**config.mk**
```make
export PLATFORM = sky130hd
export DESIGN_NAME = cpuTop
export DESIGN_NICKNAME = d
export VERILOG_FILES = /design/src/rtl/cpuPkg.sv /design/src/rtl/alu.sv /design/src/rtl/regFile.sv /design/src/rtl/busRegs.sv /design/src/rtl/wbMaster.sv /design/src/rtl/controlUnit.sv /design/src/rtl/cpuTop.sv
export SDC_FILE = /design/constraint.sdc
export NUM_CORES = 2
export LEC_CHECK = 0
export BUFFER_PORTS_ARGS = -buffer_cell sky130_fd_sc_hd__buf_2
export CAP_MARGIN = 15
export CORE_AREA = 2 2 380 382
export DETAILED_ROUTE_END_ITERATION = 12
export DIE_AREA = 0 0 382 384
export PLACE_DENSITY = 0.73
export REMOVE_ABC_BUFFERS = 1
export SETUP_SLACK_MARGIN = 0.5
export SLEW_MARGIN = 20
export SYNTH_ARGS = -nofsm -noshare
export SYNTH_HDL_FRONTEND = slang
export SYNTH_SLANG_ARGS = --single-unit
```
**constraint.sdc**
```tcl
create_clock -name Clock -period 12.6 [get_ports Clock]
set_input_delay 2.52 -clock Clock [delete_from_list [all_inputs] [get_ports Clock]]
set_output_delay 2.52 -clock Clock [all_outputs]
set_load 0.05 [all_outputs]
```
**src/rtl/cpuPkg.sv**
```systemverilog
package cpuPkg;

    typedef logic [31:0] word;     // Data word on the internal bus
    typedef logic [3:0]  regIndex; // General register number

    // Instruction word layout
    //   31..27 opcode, 26..23 Ra, 22..19 Rb, 18..15 Rc
    //   18..0  constant C, sign extended to a word
    typedef enum logic [4:0] {
        opLd   = 5'd0,
        opSt   = 5'd1,
        opAdd  = 5'd2,
        opSub  = 5'd3,
        opAnd  = 5'd4,
        opOr   = 5'd5,
        opShl  = 5'd6,
        opShr  = 5'd7,
        opAddi = 5'd8,
        opAndi = 5'd9,
        opOri  = 5'd10,
        opMul  = 5'd11,
        opMfhi = 5'd12,
        opMflo = 5'd13,
        opHalt = 5'd14     // Codes above this also stop the core
    } opcode;

    typedef enum logic [3:0] {
        addOp  = 4'd0,
        subOp  = 4'd1,
        andOp  = 4'd2,
        orOp   = 4'd3,
        shlOp  = 4'd4,
        shrOp  = 4'd5,
        mulOp  = 4'd6,
        passOp = 4'd7      // Bus straight through
    } aluOp;

    // Sequencer states, t0 to t2 fetch and t3 to t5 execute
    typedef enum logic [2:0] {
        reset  = 3'd0,
        t0     = 3'd1,
        t1     = 3'd2,
        t2     = 3'd3,
        t3     = 3'd4,
        t4     = 3'd5,
        t5     = 3'd6,
        halted = 3'd7
    } ctrlState;

    // Which register drives the internal bus
    typedef enum logic [2:0] {
        pcSrc    = 3'd0,
        mdrSrc   = 3'd1,
        zLowSrc  = 3'd2,
        zHighSrc = 3'd3,
        hiSrc    = 3'd4,
        loSrc    = 3'd5,
        regSrc   = 3'd6,
        constSrc = 3'd7
    } busSource;

endpackage

```
**src/rtl/alu.sv**
```systemverilog
`timescale 1ns/10ps
module alu import cpuPkg::*; (
    input  aluOp        aluOperation,
    input  word         yValue,
    input  word         busData,
    output logic [63:0] aluResult
);

    logic [4:0] shiftAmount;

    assign shiftAmount = busData[4:0];

    always_comb begin
        case (aluOperation)
            addOp: aluResult = {32'b0, yValue + busData};
            subOp: aluResult = {32'b0, yValue - busData};
            andOp: aluResult = {32'b0, yValue & busData};
            orOp:  aluResult = {32'b0, yValue | busData};
            shlOp: aluResult = {32'b0, yValue << shiftAmount};
            shrOp: aluResult = {32'b0, yValue >> shiftAmount};   // Logical
            mulOp: aluResult = $signed(yValue) * $signed(busData);
            default: aluResult = {32'b0, busData};
        endcase
    end

endmodule

```
**src/rtl/regFile.sv**
```systemverilog
`timescale 1ns/10ps
module regFile import cpuPkg::*; (
    input  logic    Clock,
    input  logic    rstN,
    input  regIndex regSel,
    input  logic    regLoad,
    input  logic    baOut,
    input  word     busData,
    output word     regData
);

    word regs [16];

    always_ff @(posedge Clock or negedge rstN) begin
        if (!rstN) begin
            for (int i = 0; i < 16; i++) begin
                regs[i] <= '0;
            end
        end else if (regLoad) begin
            regs[regSel] <= busData;
        end
    end

    // R0 reads as zero only when used as a base
    assign regData = (baOut && regSel == '0) ? '0 : regs[regSel];

endmodule

```
**src/rtl/busRegs.sv**
```systemverilog
`timescale 1ns/10ps
module busRegs import cpuPkg::*; #(
    parameter int addrWidth = 10
) (
    input  logic                 Clock,
    input  logic                 rstN,
    input  busSource             busSel,
    input  logic                 pcLoad,
    input  logic                 incPc,
    input  logic                 marLoad,
    input  logic                 mdrLoad,
    input  logic                 irLoad,
    input  logic                 yLoad,
    input  logic                 zLoad,
    input  logic                 hiLoLoad,
    input  logic [63:0]          aluResult,
    input  word                  datIn,
    input  logic                 mdrFromMem,
    input  word                  regData,
    output word                  ir,
    output word                  busData,
    output word                  yValue,
    output logic [addrWidth-1:0] marAddr,
    output word                  mdrData
);

    word         pc, mdr, hi, lo, cSext;
    logic [63:0] z;

    assign cSext   = {{13{ir[18]}}, ir[18:0]};
    assign mdrData = mdr;

    always_ff @(posedge Clock or negedge rstN) begin
        if (!rstN) begin
            pc <= '0;
        end else if (pcLoad) begin
            pc <= incPc ? pc + 32'd1 : busData;   // Word addressed
        end
    end

    always_ff @(posedge Clock) begin
        if (irLoad)        ir      <= busData;
        if (marLoad)       marAddr <= busData[addrWidth-1:0];
        if (yLoad)         yValue  <= busData;
        if (zLoad)         z       <= aluResult;
        if (mdrFromMem) begin
            mdr <= datIn;   // Memory word wins
        end else if (mdrLoad) begin
            mdr <= busData;
        end
        if (hiLoLoad) begin
            hi <= z[63:32];
            lo <= z[31:0];
        end
    end

    always_comb begin
        case (busSel)
            pcSrc:    busData = pc;
            mdrSrc:   busData = mdr;
            zLowSrc:  busData = z[31:0];
            zHighSrc: busData = z[63:32];
            hiSrc:    busData = hi;
            loSrc:    busData = lo;
            regSrc:   busData = regData;
            default:  busData = cSext;
        endcase
    end

endmodule

```
**src/rtl/wbMaster.sv**
```systemverilog
`timescale 1ns/10ps
module wbMaster import cpuPkg::*; #(
    parameter int addrWidth = 10
) (
    input  logic                 Clock,
    input  logic                 rstN,
    input  logic                 memRead,
    input  logic                 memWrite,
    input  logic [addrWidth-1:0] marAddr,
    input  word                  mdrData,
    output logic                 memDone,
    output logic                 mdrFromMem,
    output logic                 cyc,
    output logic                 stb,
    output logic                 we,
    output logic [addrWidth-1:0] adr,
    output word                  datOut,
    input  word                  datIn,
    input  logic                 ack
);

    // Single classic cycle, held until the slave acks
    always_ff @(posedge Clock or negedge rstN) begin
        if (!rstN) begin
            cyc <= 1'b0;
            stb <= 1'b0;
            we  <= 1'b0;
        end else if (cyc && ack) begin
            cyc <= 1'b0;   // Idle for at least one cycle
            stb <= 1'b0;
            we  <= 1'b0;
        end else if (!cyc && (memRead || memWrite)) begin
            cyc <= 1'b1;
            stb <= 1'b1;
            we  <= memWrite;
        end
    end

    always_ff @(posedge Clock) begin
        if (!cyc && (memRead || memWrite)) begin
            adr    <= marAddr;
            datOut <= mdrData;
        end
    end

    assign memDone    = cyc & ack;
    assign mdrFromMem = cyc & ack & ~we;   // datIn is valid with ack

endmodule

```
**src/rtl/controlUnit.sv**
```systemverilog
`timescale 1ns/10ps
module controlUnit import cpuPkg::*; (
    input  logic     Clock,
    input  logic     rstN,
    input  word      ir,
    input  logic     memDone,
    output busSource busSel,
    output logic     pcLoad,
    output logic     incPc,
    output logic     marLoad,
    output logic     mdrLoad,
    output logic     irLoad,
    output logic     yLoad,
    output logic     zLoad,
    output logic     hiLoLoad,
    output logic     regLoad,
    output regIndex  regSel,
    output logic     baOut,
    output aluOp     aluOperation,
    output logic     memRead,
    output logic     memWrite,
    output logic     halted
);

    ctrlState   state, nextState;
    logic [1:0] step, nextStep;   // Sub-steps of t1 and of memory t5
    opcode      op;
    regIndex    ra, rb, rc;
    aluOp       aluSel;
    logic       useConst;

    assign op = opcode'(ir[31:27]);
    assign ra = ir[26:23];
    assign rb = ir[22:19];
    assign rc = ir[18:15];

    assign halted = (state == cpuPkg::halted);

    // ALU function and second operand per opcode
    always_comb begin
        useConst = 1'b0;
        case (op)
            opAdd:  aluSel = addOp;
            opSub:  aluSel = subOp;
            opAnd:  aluSel = andOp;
            opOr:   aluSel = orOp;
            opShl:  aluSel = shlOp;
            opShr:  aluSel = shrOp;
            opMul:  aluSel = mulOp;
            opAddi, opLd, opSt: begin
                aluSel   = addOp;   // Also forms base plus C
                useConst = 1'b1;
            end
            opAndi: begin
                aluSel   = andOp;
                useConst = 1'b1;
            end
            opOri: begin
                aluSel   = orOp;
                useConst = 1'b1;
            end
            default: aluSel = passOp;
        endcase
    end

    always_comb begin
        busSel       = pcSrc;
        pcLoad       = 1'b0;
        incPc        = 1'b0;
        marLoad      = 1'b0;
        mdrLoad      = 1'b0;
        irLoad       = 1'b0;
        yLoad        = 1'b0;
        zLoad        = 1'b0;
        hiLoLoad     = 1'b0;
        regLoad      = 1'b0;
        regSel       = ra;
        baOut        = 1'b0;
        aluOperation = passOp;
        memRead      = 1'b0;
        memWrite     = 1'b0;
        nextState    = state;
        nextStep     = step;
        case (state)
            reset: nextState = t0;
            t0: begin
                marLoad   = 1'b1;   // PC to MAR, PC plus one
                pcLoad    = 1'b1;
                incPc     = 1'b1;
                nextState = t1;
            end
            t1: begin
                if (step == 2'd0) begin
                    memRead  = 1'b1;
                    nextStep = 2'd1;
                end else if (memDone) begin
                    nextState = t2;
                end
            end
            t2: begin
                busSel    = mdrSrc;
                irLoad    = 1'b1;
                nextState = t3;
            end
            t3: begin
                case (op)
                    opMfhi, opMflo: begin
                        busSel    = (op == opMfhi) ? hiSrc : loSrc;
                        regLoad   = 1'b1;
                        nextState = t0;
                    end
                    opMul: begin
                        busSel    = regSrc;   // Ra into Y
                        yLoad     = 1'b1;
                        nextState = t4;
                    end
                    opAdd, opSub, opAnd, opOr, opShl, opShr,
                    opAddi, opAndi, opOri, opLd, opSt: begin
                        busSel    = regSrc;
                        regSel    = rb;
                        baOut     = (op == opLd) || (op == opSt);
                        yLoad     = 1'b1;
                        nextState = t4;
                    end
                    default: nextState = cpuPkg::halted;
                endcase
            end
            t4: begin
                aluOperation = aluSel;
                zLoad        = 1'b1;
                if (useConst) begin
                    busSel = constSrc;
                end else begin
                    busSel = regSrc;
                    regSel = (op == opMul) ? rb : rc;
                end
                nextState = t5;
            end
            t5: begin
                if (op == opMul) begin
                    hiLoLoad  = 1'b1;   // Z pair into HI and LO
                    nextState = t0;
                end else if (op == opLd || op == opSt) begin
                    case (step)
                        2'd0: begin
                            busSel   = zLowSrc;   // Effective address
                            marLoad  = 1'b1;
                            nextStep = 2'd1;
                        end
                        2'd1: begin
                            if (op == opLd) begin
                                memRead = 1'b1;
                            end else begin
                                busSel  = regSrc;   // Store data into MDR
                                mdrLoad = 1'b1;
                            end
                            nextStep = 2'd2;
                        end
                        2'd2: begin
                            if (op == opSt) begin
                                memWrite = 1'b1;
                                nextStep = 2'd3;
                            end else if (memDone) begin
                                nextStep = 2'd3;
                            end
                        end
                        default: begin
                            if (op == opLd) begin
                                busSel    = mdrSrc;
                                regLoad   = 1'b1;
                                nextState = t0;
                            end else if (memDone) begin
                                nextState = t0;
                            end
                        end
                    endcase
                end else begin
                    busSel    = zLowSrc;
                    regLoad   = 1'b1;
                    nextState = t0;
                end
            end
            default: nextState = cpuPkg::halted;   // Stays until reset
        endcase
    end

    always_ff @(posedge Clock or negedge rstN) begin
        if (!rstN) begin
            state <= reset;
            step  <= 2'd0;
        end else begin
            state <= nextState;
            step  <= (nextState != state) ? 2'd0 : nextStep;
        end
    end

endmodule

```
**src/rtl/cpuTop.sv**
```systemverilog
`timescale 1ns/10ps
module cpuTop import cpuPkg::*; #(
    parameter int addrWidth = 10
) (
    input  logic                 Clock,
    input  logic                 rstN,
    output logic                 cyc,
    output logic                 stb,
    output logic                 we,
    output logic [addrWidth-1:0] adr,
    output word                  datOut,
    input  word                  datIn,
    input  logic                 ack,
    output logic                 halted
);

    busSource             busSel;
    aluOp                 aluOperation;
    regIndex              regSel;
    word                  ir, busData, regData, yValue, mdrData;
    logic [63:0]          aluResult;
    logic [addrWidth-1:0] marAddr;
    logic pcLoad, incPc, marLoad, mdrLoad, irLoad, yLoad, zLoad;
    logic hiLoLoad, regLoad, baOut;
    logic memRead, memWrite, memDone, mdrFromMem;

    controlUnit controlUnit_inst (
        .Clock(Clock), .rstN(rstN), .ir(ir), .memDone(memDone),
        .busSel(busSel), .pcLoad(pcLoad), .incPc(incPc), .marLoad(marLoad),
        .mdrLoad(mdrLoad), .irLoad(irLoad), .yLoad(yLoad), .zLoad(zLoad),
        .hiLoLoad(hiLoLoad), .regLoad(regLoad), .regSel(regSel), .baOut(baOut),
        .aluOperation(aluOperation), .memRead(memRead), .memWrite(memWrite),
        .halted(halted)
    );

    busRegs #(.addrWidth(addrWidth)) busRegs_inst (
        .Clock(Clock), .rstN(rstN), .busSel(busSel), .pcLoad(pcLoad),
        .incPc(incPc), .marLoad(marLoad), .mdrLoad(mdrLoad), .irLoad(irLoad),
        .yLoad(yLoad), .zLoad(zLoad), .hiLoLoad(hiLoLoad), .aluResult(aluResult),
        .datIn(datIn), .mdrFromMem(mdrFromMem), .regData(regData), .ir(ir),
        .busData(busData), .yValue(yValue), .marAddr(marAddr), .mdrData(mdrData)
    );

    regFile regFile_inst (
        .Clock(Clock), .rstN(rstN), .regSel(regSel), .regLoad(regLoad),
        .baOut(baOut), .busData(busData), .regData(regData)
    );

    alu alu_inst (
        .aluOperation(aluOperation), .yValue(yValue), .busData(busData),
        .aluResult(aluResult)
    );

    wbMaster #(.addrWidth(addrWidth)) wbMaster_inst (
        .Clock(Clock), .rstN(rstN), .memRead(memRead), .memWrite(memWrite),
        .marAddr(marAddr), .mdrData(mdrData), .memDone(memDone),
        .mdrFromMem(mdrFromMem), .cyc(cyc), .stb(stb), .we(we), .adr(adr),
        .datOut(datOut), .datIn(datIn), .ack(ack)
    );

endmodule

```
-- Yosys cells after proc, flatten, opt, wreduce, memory -nomap -nowiden
Cells that the tools add are included.
- logic and storage cells: 190
- flip-flop bits (word level): 827
- output and inout port bits: 46
- input port bits: 35
- eq/ne operators: 40
- bitwise gates (word level): 6
- muxes and demuxes: 81
- $lt $le $gt $ge: 2
- reduce and logical (&&, ||, !) cells: 25
- add/subtract/negate cells: 3
- shifts and indexed selects: 2
- multipliers: 1
- operators with widths (operator ; number):
    bitwise mux 512 bit ; 1
    case mux 64 bit (7 select lines) ; 1
    case mux 32 bit (7 select lines) ; 1
    2-to-1 mux 32 bit ; 6
    binary-select mux 32 bit (select 4 bit) ; 1
    demux 32 bit (select 4 bit) ; 1
    multiplier 32 x 32 -> 64 bit ; 1
    case mux 3 bit (7 select lines) ; 2
    2-to-1 mux 1 bit ; 38
    2-to-1 mux 3 bit ; 11
    adder 32 x 1 -> 32 bit, second input constant ; 1
    adder 32 bit ; 1
    AND 32 bit ; 1
    OR 32 bit ; 1
    left shift 32 x 5 -> 32 bit ; 1
    right shift 32 x 5 -> 32 bit ; 1
    subtractor 32 bit ; 1
    == test 3 bit, second input constant ; 10
    == test 5 x 4 -> 1 bit, second input constant ; 6
    == test 5 x 3 -> 1 bit, second input constant ; 4
    == test 3 x 2 -> 1 bit, second input constant ; 6
    2-to-1 mux 2 bit ; 6
    2-to-1 mux 4 bit ; 3
    case mux 3 bit (2 select lines) ; 2
    other kinds (37) ; 53

-- Logic depth before layout (Yosys ltp)
- word-level depth: 13
- depth in mapped cells: 50
- gate-level depth less buffers: 42

-- Modules after synthesis
Synthesis repeated with hierarchy kept, for this count alone.
- cells, all modules: 7471
- area total of the unflattened synthesis: 80348.3 um^2
- modules (own cells, without submodules) (module ; cells each ; times used ; area each (um^2) ; sequential area each (um^2)):
    alu ; 4958 ; 1 ; 43211.4 ; 0.0
    regFile ; 1520 ; 1 ; 23221.0 ; 12812.3
    busRegs ; 798 ; 1 ; 11539.8 ; 7827.5
    wbMaster ; 55 ; 1 ; 1376.3 ; 1311.3
    controlUnit ; 140 ; 1 ; 999.7 ; 125.1

-- Least setup slack after synthesis
OpenSTA, ideal clock, no wires.
- path type: flip-flop to flip-flop
- start: register controlUnit_inst.state[1]
- end: register busRegs_inst.z[62] (data pin)
- period minus slack after synthesis: 11.729 ns
- data required time: 12.322 ns
- arrival time: 11.452 ns
- library setup time: 0.278 ns
- slack: 0.871 ns
- stages on the path, launching flop included: 36
- buffers on the path: 4
- cells stage by stage: dfrtp_1 nand3b_1 inv_1 clkbuf_1 clkbuf_1 a211oi_1 a2111oi_0 o31ai_1 a41oi_2 clkbuf_1 clkbuf_1 nor2b_1 fa_1 inv_1 fa_1 fa_1 fa_1 inv_1 fa_1 fa_1 fa_1 fa_1 ha_1 and3_1 nand2_1 nor3b_1 a21oi_1 o31ai_1 o2111ai_1 a21oi_1 a31oi_1 o21a_1 o21a_1 o21ai_0 mux2i_1 o311ai_0
- cells in the longest elaborated chain, start to end: 10
- elaborated cells between the ends (all ways): 32
- classes of those cells: mul (1); eq/ne (16); mux (10); bitwise (1); reduce/logical (4)
- ends and longest elaborated chain (item ; RTL line ; text):
    start: declaration ; controlUnit.sv:25 ; ctrlState state, nextState;
    start signal: assignment ; controlUnit.sv:189 ; state <= reset;
    start signal: assignment ; controlUnit.sv:192 ; state <= nextState;
    == test 3 bit ; controlUnit.sv:84 ; case (state)
    case mux 4 bit (2 select lines) ; controlUnit.sv:84 ;
    NOT 4 -> 5 bit (implied by the code) ; regFile.sv:25 ; assign regData = (baOut && regSel == '0) ? '0 : regs[regSel];
    binary-select mux 32 bit (select 4 bit) ; regFile.sv:25 ;
    2-to-1 mux 32 bit (implied by the code) (2 in a row) ; regFile.sv:25 ;
    2-to-1 mux 32 bit ; regFile.sv:25 ;
    case mux 32 bit (7 select lines) ; busRegs.sv:58 ; case (busSel)
    multiplier 32 x 32 -> 64 bit ; alu.sv:21 ; mulOp: aluResult = $signed(yValue) * $signed(busData);
    case mux 64 bit (7 select lines) * ; alu.sv:14 ; case (aluOperation)
    end signal: assignment ; busRegs.sv:45 ; if (zLoad) z <= aluResult;
    end: declaration ; busRegs.sv:28 ; logic [63:0] z;
Every way passes the cells marked *; elsewhere a longest branch is shown, timed or not. The select of a mux whose other input is x is not followed.
A chain may end at the register's enable or synchronous reset.

-- Worst setup path in the final report
- start: register busRegs_inst.ir[27]
- end: register busRegs_inst.z[29] (data pin)
- cells in the longest elaborated chain, start to end: 13
- elaborated cells between the ends (all ways): 70
- classes of those cells: add/sub (2); mul (1); eq/ne (25); shift (2); mux (24); bitwise (3); reduce/logical (13)
- ends and longest elaborated chain (item ; RTL line ; text):
    start: declaration ; busRegs.sv:20 ; output word ir,
    start signal: assignment ; busRegs.sv:42 ; if (irLoad) ir <= busData;
    == test 5 x 4 -> 1 bit, or another cell as far along ; controlUnit.sv:42, controlUnit.sv:106 ;
    OR reduction 5 bit (no line) ; n/a ;
    2-to-1 mux 1 bit ; controlUnit.sv:42 ; case (op)
    2-to-1 mux 4 bit ; controlUnit.sv:131 ; if (useConst) begin
    case mux 4 bit (2 select lines) ; controlUnit.sv:84 ;
    NOT 4 -> 5 bit (implied by the code) ; regFile.sv:25 ;
    binary-select mux 32 bit (select 4 bit) ; regFile.sv:25 ;
    2-to-1 mux 32 bit (implied by the code) (2 in a row) ; regFile.sv:25 ;
    2-to-1 mux 32 bit ; regFile.sv:25 ;
    case mux 32 bit (7 select lines) ; busRegs.sv:58 ;
    multiplier 32 x 32 -> 64 bit, or another cell as far along ; alu.sv:21 ;
    case mux 64 bit (7 select lines) * ; alu.sv:14 ;
    net aluResult[29] ; cpuTop.sv:21 ; logic [63:0] aluResult;
The timed path passes the listed nets; every way through them passes the cells marked *. The select of a mux whose other input is x is not followed.

==> results.md <==
* Final wirelength at 272 mm
* # setup viols final at 0
* CP Class: flip-flop to flip-flop
* Htree depth at 3
* Die area at 0.147 mm^2
* Worst VDD drop at between 0.1 and 0.15 mV
* Crit path time final at ~12000 ps
* CTS sink count at roughly 830
* Clk pin slew, worst setup/hold paths at ~70 ps
* Synth area leaders: fa_1, dfrtp_1, edfxtp_1
* RSZ-0062 raised after global routing: false
* Fraction of registers with async set/reset at 0.666
* Post-CTS Hold Fix Bufs at 0
* Register area share after synthesis at 0.283
* Filler cells at 11900
* Final #Nets at 9508
* Outcome: finished, final reports clean
* Area share of the largest cell type after synthesis at 0.277
* Sw Share at 0.225
* Largest net degree at the start of global routing at 100
* Most frequent cell after synthesis: nand2_1
* Remaining DRCs at 0
* Syn Std Cell Area at between 0.07 and 0.08 mm^2
* CTS Buf Count at 90
* Vias in the first global route at between 60000 and 70000
* Max Fclk at ~0.084 GHz
* Max Cap Violations at 0
* Fin. Hold Viols at 0
* Row cnt at 139
* Final hold slack at ~410 ps
* CP dominant cell by count: fa_1
* Area Growth Syn to Fin at 8.54%
* Final ANT Viol Nets at 0
* Synth Warn # at 0
* Die X at approximately 380 um
* Max clock buf depth at 3
* Commonest register cell after synthesis: dfrtp_1
* CP peak stage delay at approximately 610 ps
* First-pass GRT wire length at ~410 mm
* CP max stage cell: a2111o_2
* WP data required at approximately 13000 ps
* Final worst-path cycle share at 0.942
* Design internal power at around 4300 uW
* CTS root buf: clkbuf_16
* Crit path launch type: flip-flop
* Critical path arrival at approximately 12000 ps
* P_sw at roughly 1300 uW
* Fin Clk Skew at between 40 and 50 ps
* Cell accounting for the most synthesized area: fa_1
* 1st-pass router iterations at 9
* Power Density at roughly 66 mW/mm^2
* Clk_lat worst skew at roughly 730 ps
* I/O pin cnt at between 80 and 90
* Synth unique cells at 110
* Vias at 62300
* Post-DP HPWL at a little under 200 mm
* Layout cells sized above 1 at 0.0950
* Iter 0 DRT Violations at between 6000 and 7000
* P_leak at 0.0389 uW
* Top cells by count, synth: nand2_1, inv_1, fa_1
* Number of synthesized register bits at slightly above 800
* Vias per inst at about 6.1
* Logic gate share of total power at 0.008
* Final Slew Violations at 0
* Hold Crit Class: flip-flop to flip-flop
* Final core occ at 0.594
* Critical path endpoint category: flip-flop
* WL/cell at around 27 um
* Overall Global Routing Usage at 0.372
* Top fanout value on the critical path at 18
* Port-buffer cells at 80
* Clock power frac at 0.499
* Floorplan core area at 0.143 mm^2
* Gr ovfl total at 0
* Worst Tran Pin Value at approximately 1100 ps
* Part of the power in registers at 0.493
* Die Y at approximately 380 um
* Number of synthesized flops with an enable pin at roughly 280
* Mean Syn Cell Area at around 9.5 um^2
* Initial antenna violation count at 11
* Relative slew slack at 0.233
* Initial Util at 0.547
* Mapped Cells at about 8200
* Gpl congestion at roughly 1.0
* CTS tree: done
[critical path, delay by kind of cell, from the launching register on]
kind / cells / cell delay, ps
buf+inv: 9 / 1210
flops: 1 / 480
mux: 1 / 320
simple gates: 4 / 900
compound gates: 14 / 4460
fa+ha+maj: 9 / 3840
xor+xnor: 1 / 300
[registers in the layout, indices dropped and copies added (netlist names)]
name,flops
busRegs_inst.z,64
busRegs_inst.marAddr,10
busRegs_inst.ir,32
wbMaster_inst.we,1
controlUnit_inst.state,3
regFile_inst.regs,512
busRegs_inst.mdrData,32
wbMaster_inst.cyc,1
wbMaster_inst.datOut,32
busRegs_inst.hi,32
wbMaster_inst.adr,10
busRegs_inst.yValue,32
controlUnit_inst.step,2
busRegs_inst.pc,32
busRegs_inst.lo,32
[path summary, 6_finish.rpt]
check	to	slack (ps)	cells past startpoint	startpoint
worst max-delay path	busRegs_inst.z[29]	730	38	busRegs_inst.ir[27]
worst min-delay path	busRegs_inst.hi[26]	410	0	busRegs_inst.z[58]
worst max register to register	busRegs_inst.z[29]	730	38	busRegs_inst.ir[27]
worst min register to register	busRegs_inst.hi[26]	410	0	busRegs_inst.z[58]
max in group asynchronous	regFile_inst.regs[307]	8260	3	rstN
min in group asynchronous	regFile_inst.regs[170]	1850	1	rstN
[stage by stage]
stage	area [um^2]	instances	power [uW]	setup TNS, ps	setup WS (ps)
2_1_floorplan	75500	7655	2820	-150930	-3820
3_3_place_gp	81000	9930	2860	0	300
3_5_place_dp	81000	9931	2860	0	192
4_1_cts	84300	10100	5630	0	555
5_1_grt	84800	10100	5730	0	453
6_report	84800	10100	5610	0	727
[area by class of cell]
type	instances	area, um^2	share of cell area
Multi-Input combinational cell	5719	49800	0.587
Sequential cell	827	22100	0.260
Inverter	1109	4190	0.0494
Timing Repair Buffer	419	3280	0.0387
Clock buffer	131	2640	0.0311
Tap cell	1903	2380	0.0281
Clock inverter	38	473	0.00558
Antenna cell	2	5.00	0.0000590
[repair_timing]
action / CTS / global route
setup buffers: 11 / 34
pin swaps: 4 / 10
setup endpoints to repair: 15 / 22
cloned: 0 / 1
resized for setup: 16 / 42
hold endpoints to repair: 0 / 0
[cells in the final DEF (no fill, tap or decap), types with 25 or more instances in the layout]
master	synthesis	final
a211oi_1	68	64
nand3_1	174	174
nor2b_1	97	97
a31oi_1	57	54
nor3_1	36	27
fa_1	1083	1082
edfxtp_1	276	276
o21ai_0	629	624
nand2b_1	28	27
and2_1	392	391
xnor2_1	108	108
nand2_1	1451	1434
a21oi_1	212	210
a21o_1	52	51
mux2i_1	206	204
xor2_1	45	44
a22oi_1	34	34
a221o_1	25	25
a32oi_1	32	32
a221oi_1	58	55
mux2_2	43	43
inv_1	1092	1090
ha_1	224	224
buf_4	33	311
and3_1	57	57
dfrtp_1	551	551
nor2_1	247	239
o221ai_1	27	27
clkbuf_16	0	92
buf_2	64	79
[power by group through the flow]
stage | Sequential (uW) | Combinational [uW] | Clock (uW)
finish | 2760 | 45.3 | 2800
global route | 2760 | 52.5 | 2920
CTS | 2760 | 47.3 | 2810
detailed placement | 2820 | 47.2 | 0
global placement | 2820 | 46.7 | 0
floorplan | 2820 | 0.293 | 0
[layer usage]
| metal | GRT usage | part of all wire | vias to the layer above | routed length (um) |
|---|---|---|---|---|
| li1 | - | - | 26400 | - |
| met1 | 0.493 | 0.38 | 31400 | 104000 |
| met2 | 0.577 | 0.45 | 3678 | 122000 |
| met3 | 0.0873 | 0.11 | 843 | 29200 |
| met4 | 0.189 | 0.061 | 16 | 16500 |
| met5 | 0 | 0.00050 | - | 135 |
[logic make-up (layout without fill, tap and decap cells)]
| logic type | after synthesis | after routing | synth area share |
|---|---|---|---|
| fa+ha+maj | 1307 | 1307 | 0.313 |
| mux | 254 | 254 | 0.0336 |
| simple gates | 2591 | 2591 | 0.152 |
| xor+xnor | 153 | 153 | 0.0172 |
| other cells | 0 | 2 | 0 |
| flops | 827 | 827 | 0.283 |
| compound gates | 1414 | 1414 | 0.115 |
| buf+inv | 1700 | 1697 | 0.0867 |
Note: power is estimated with default switching activity, not from simulation.
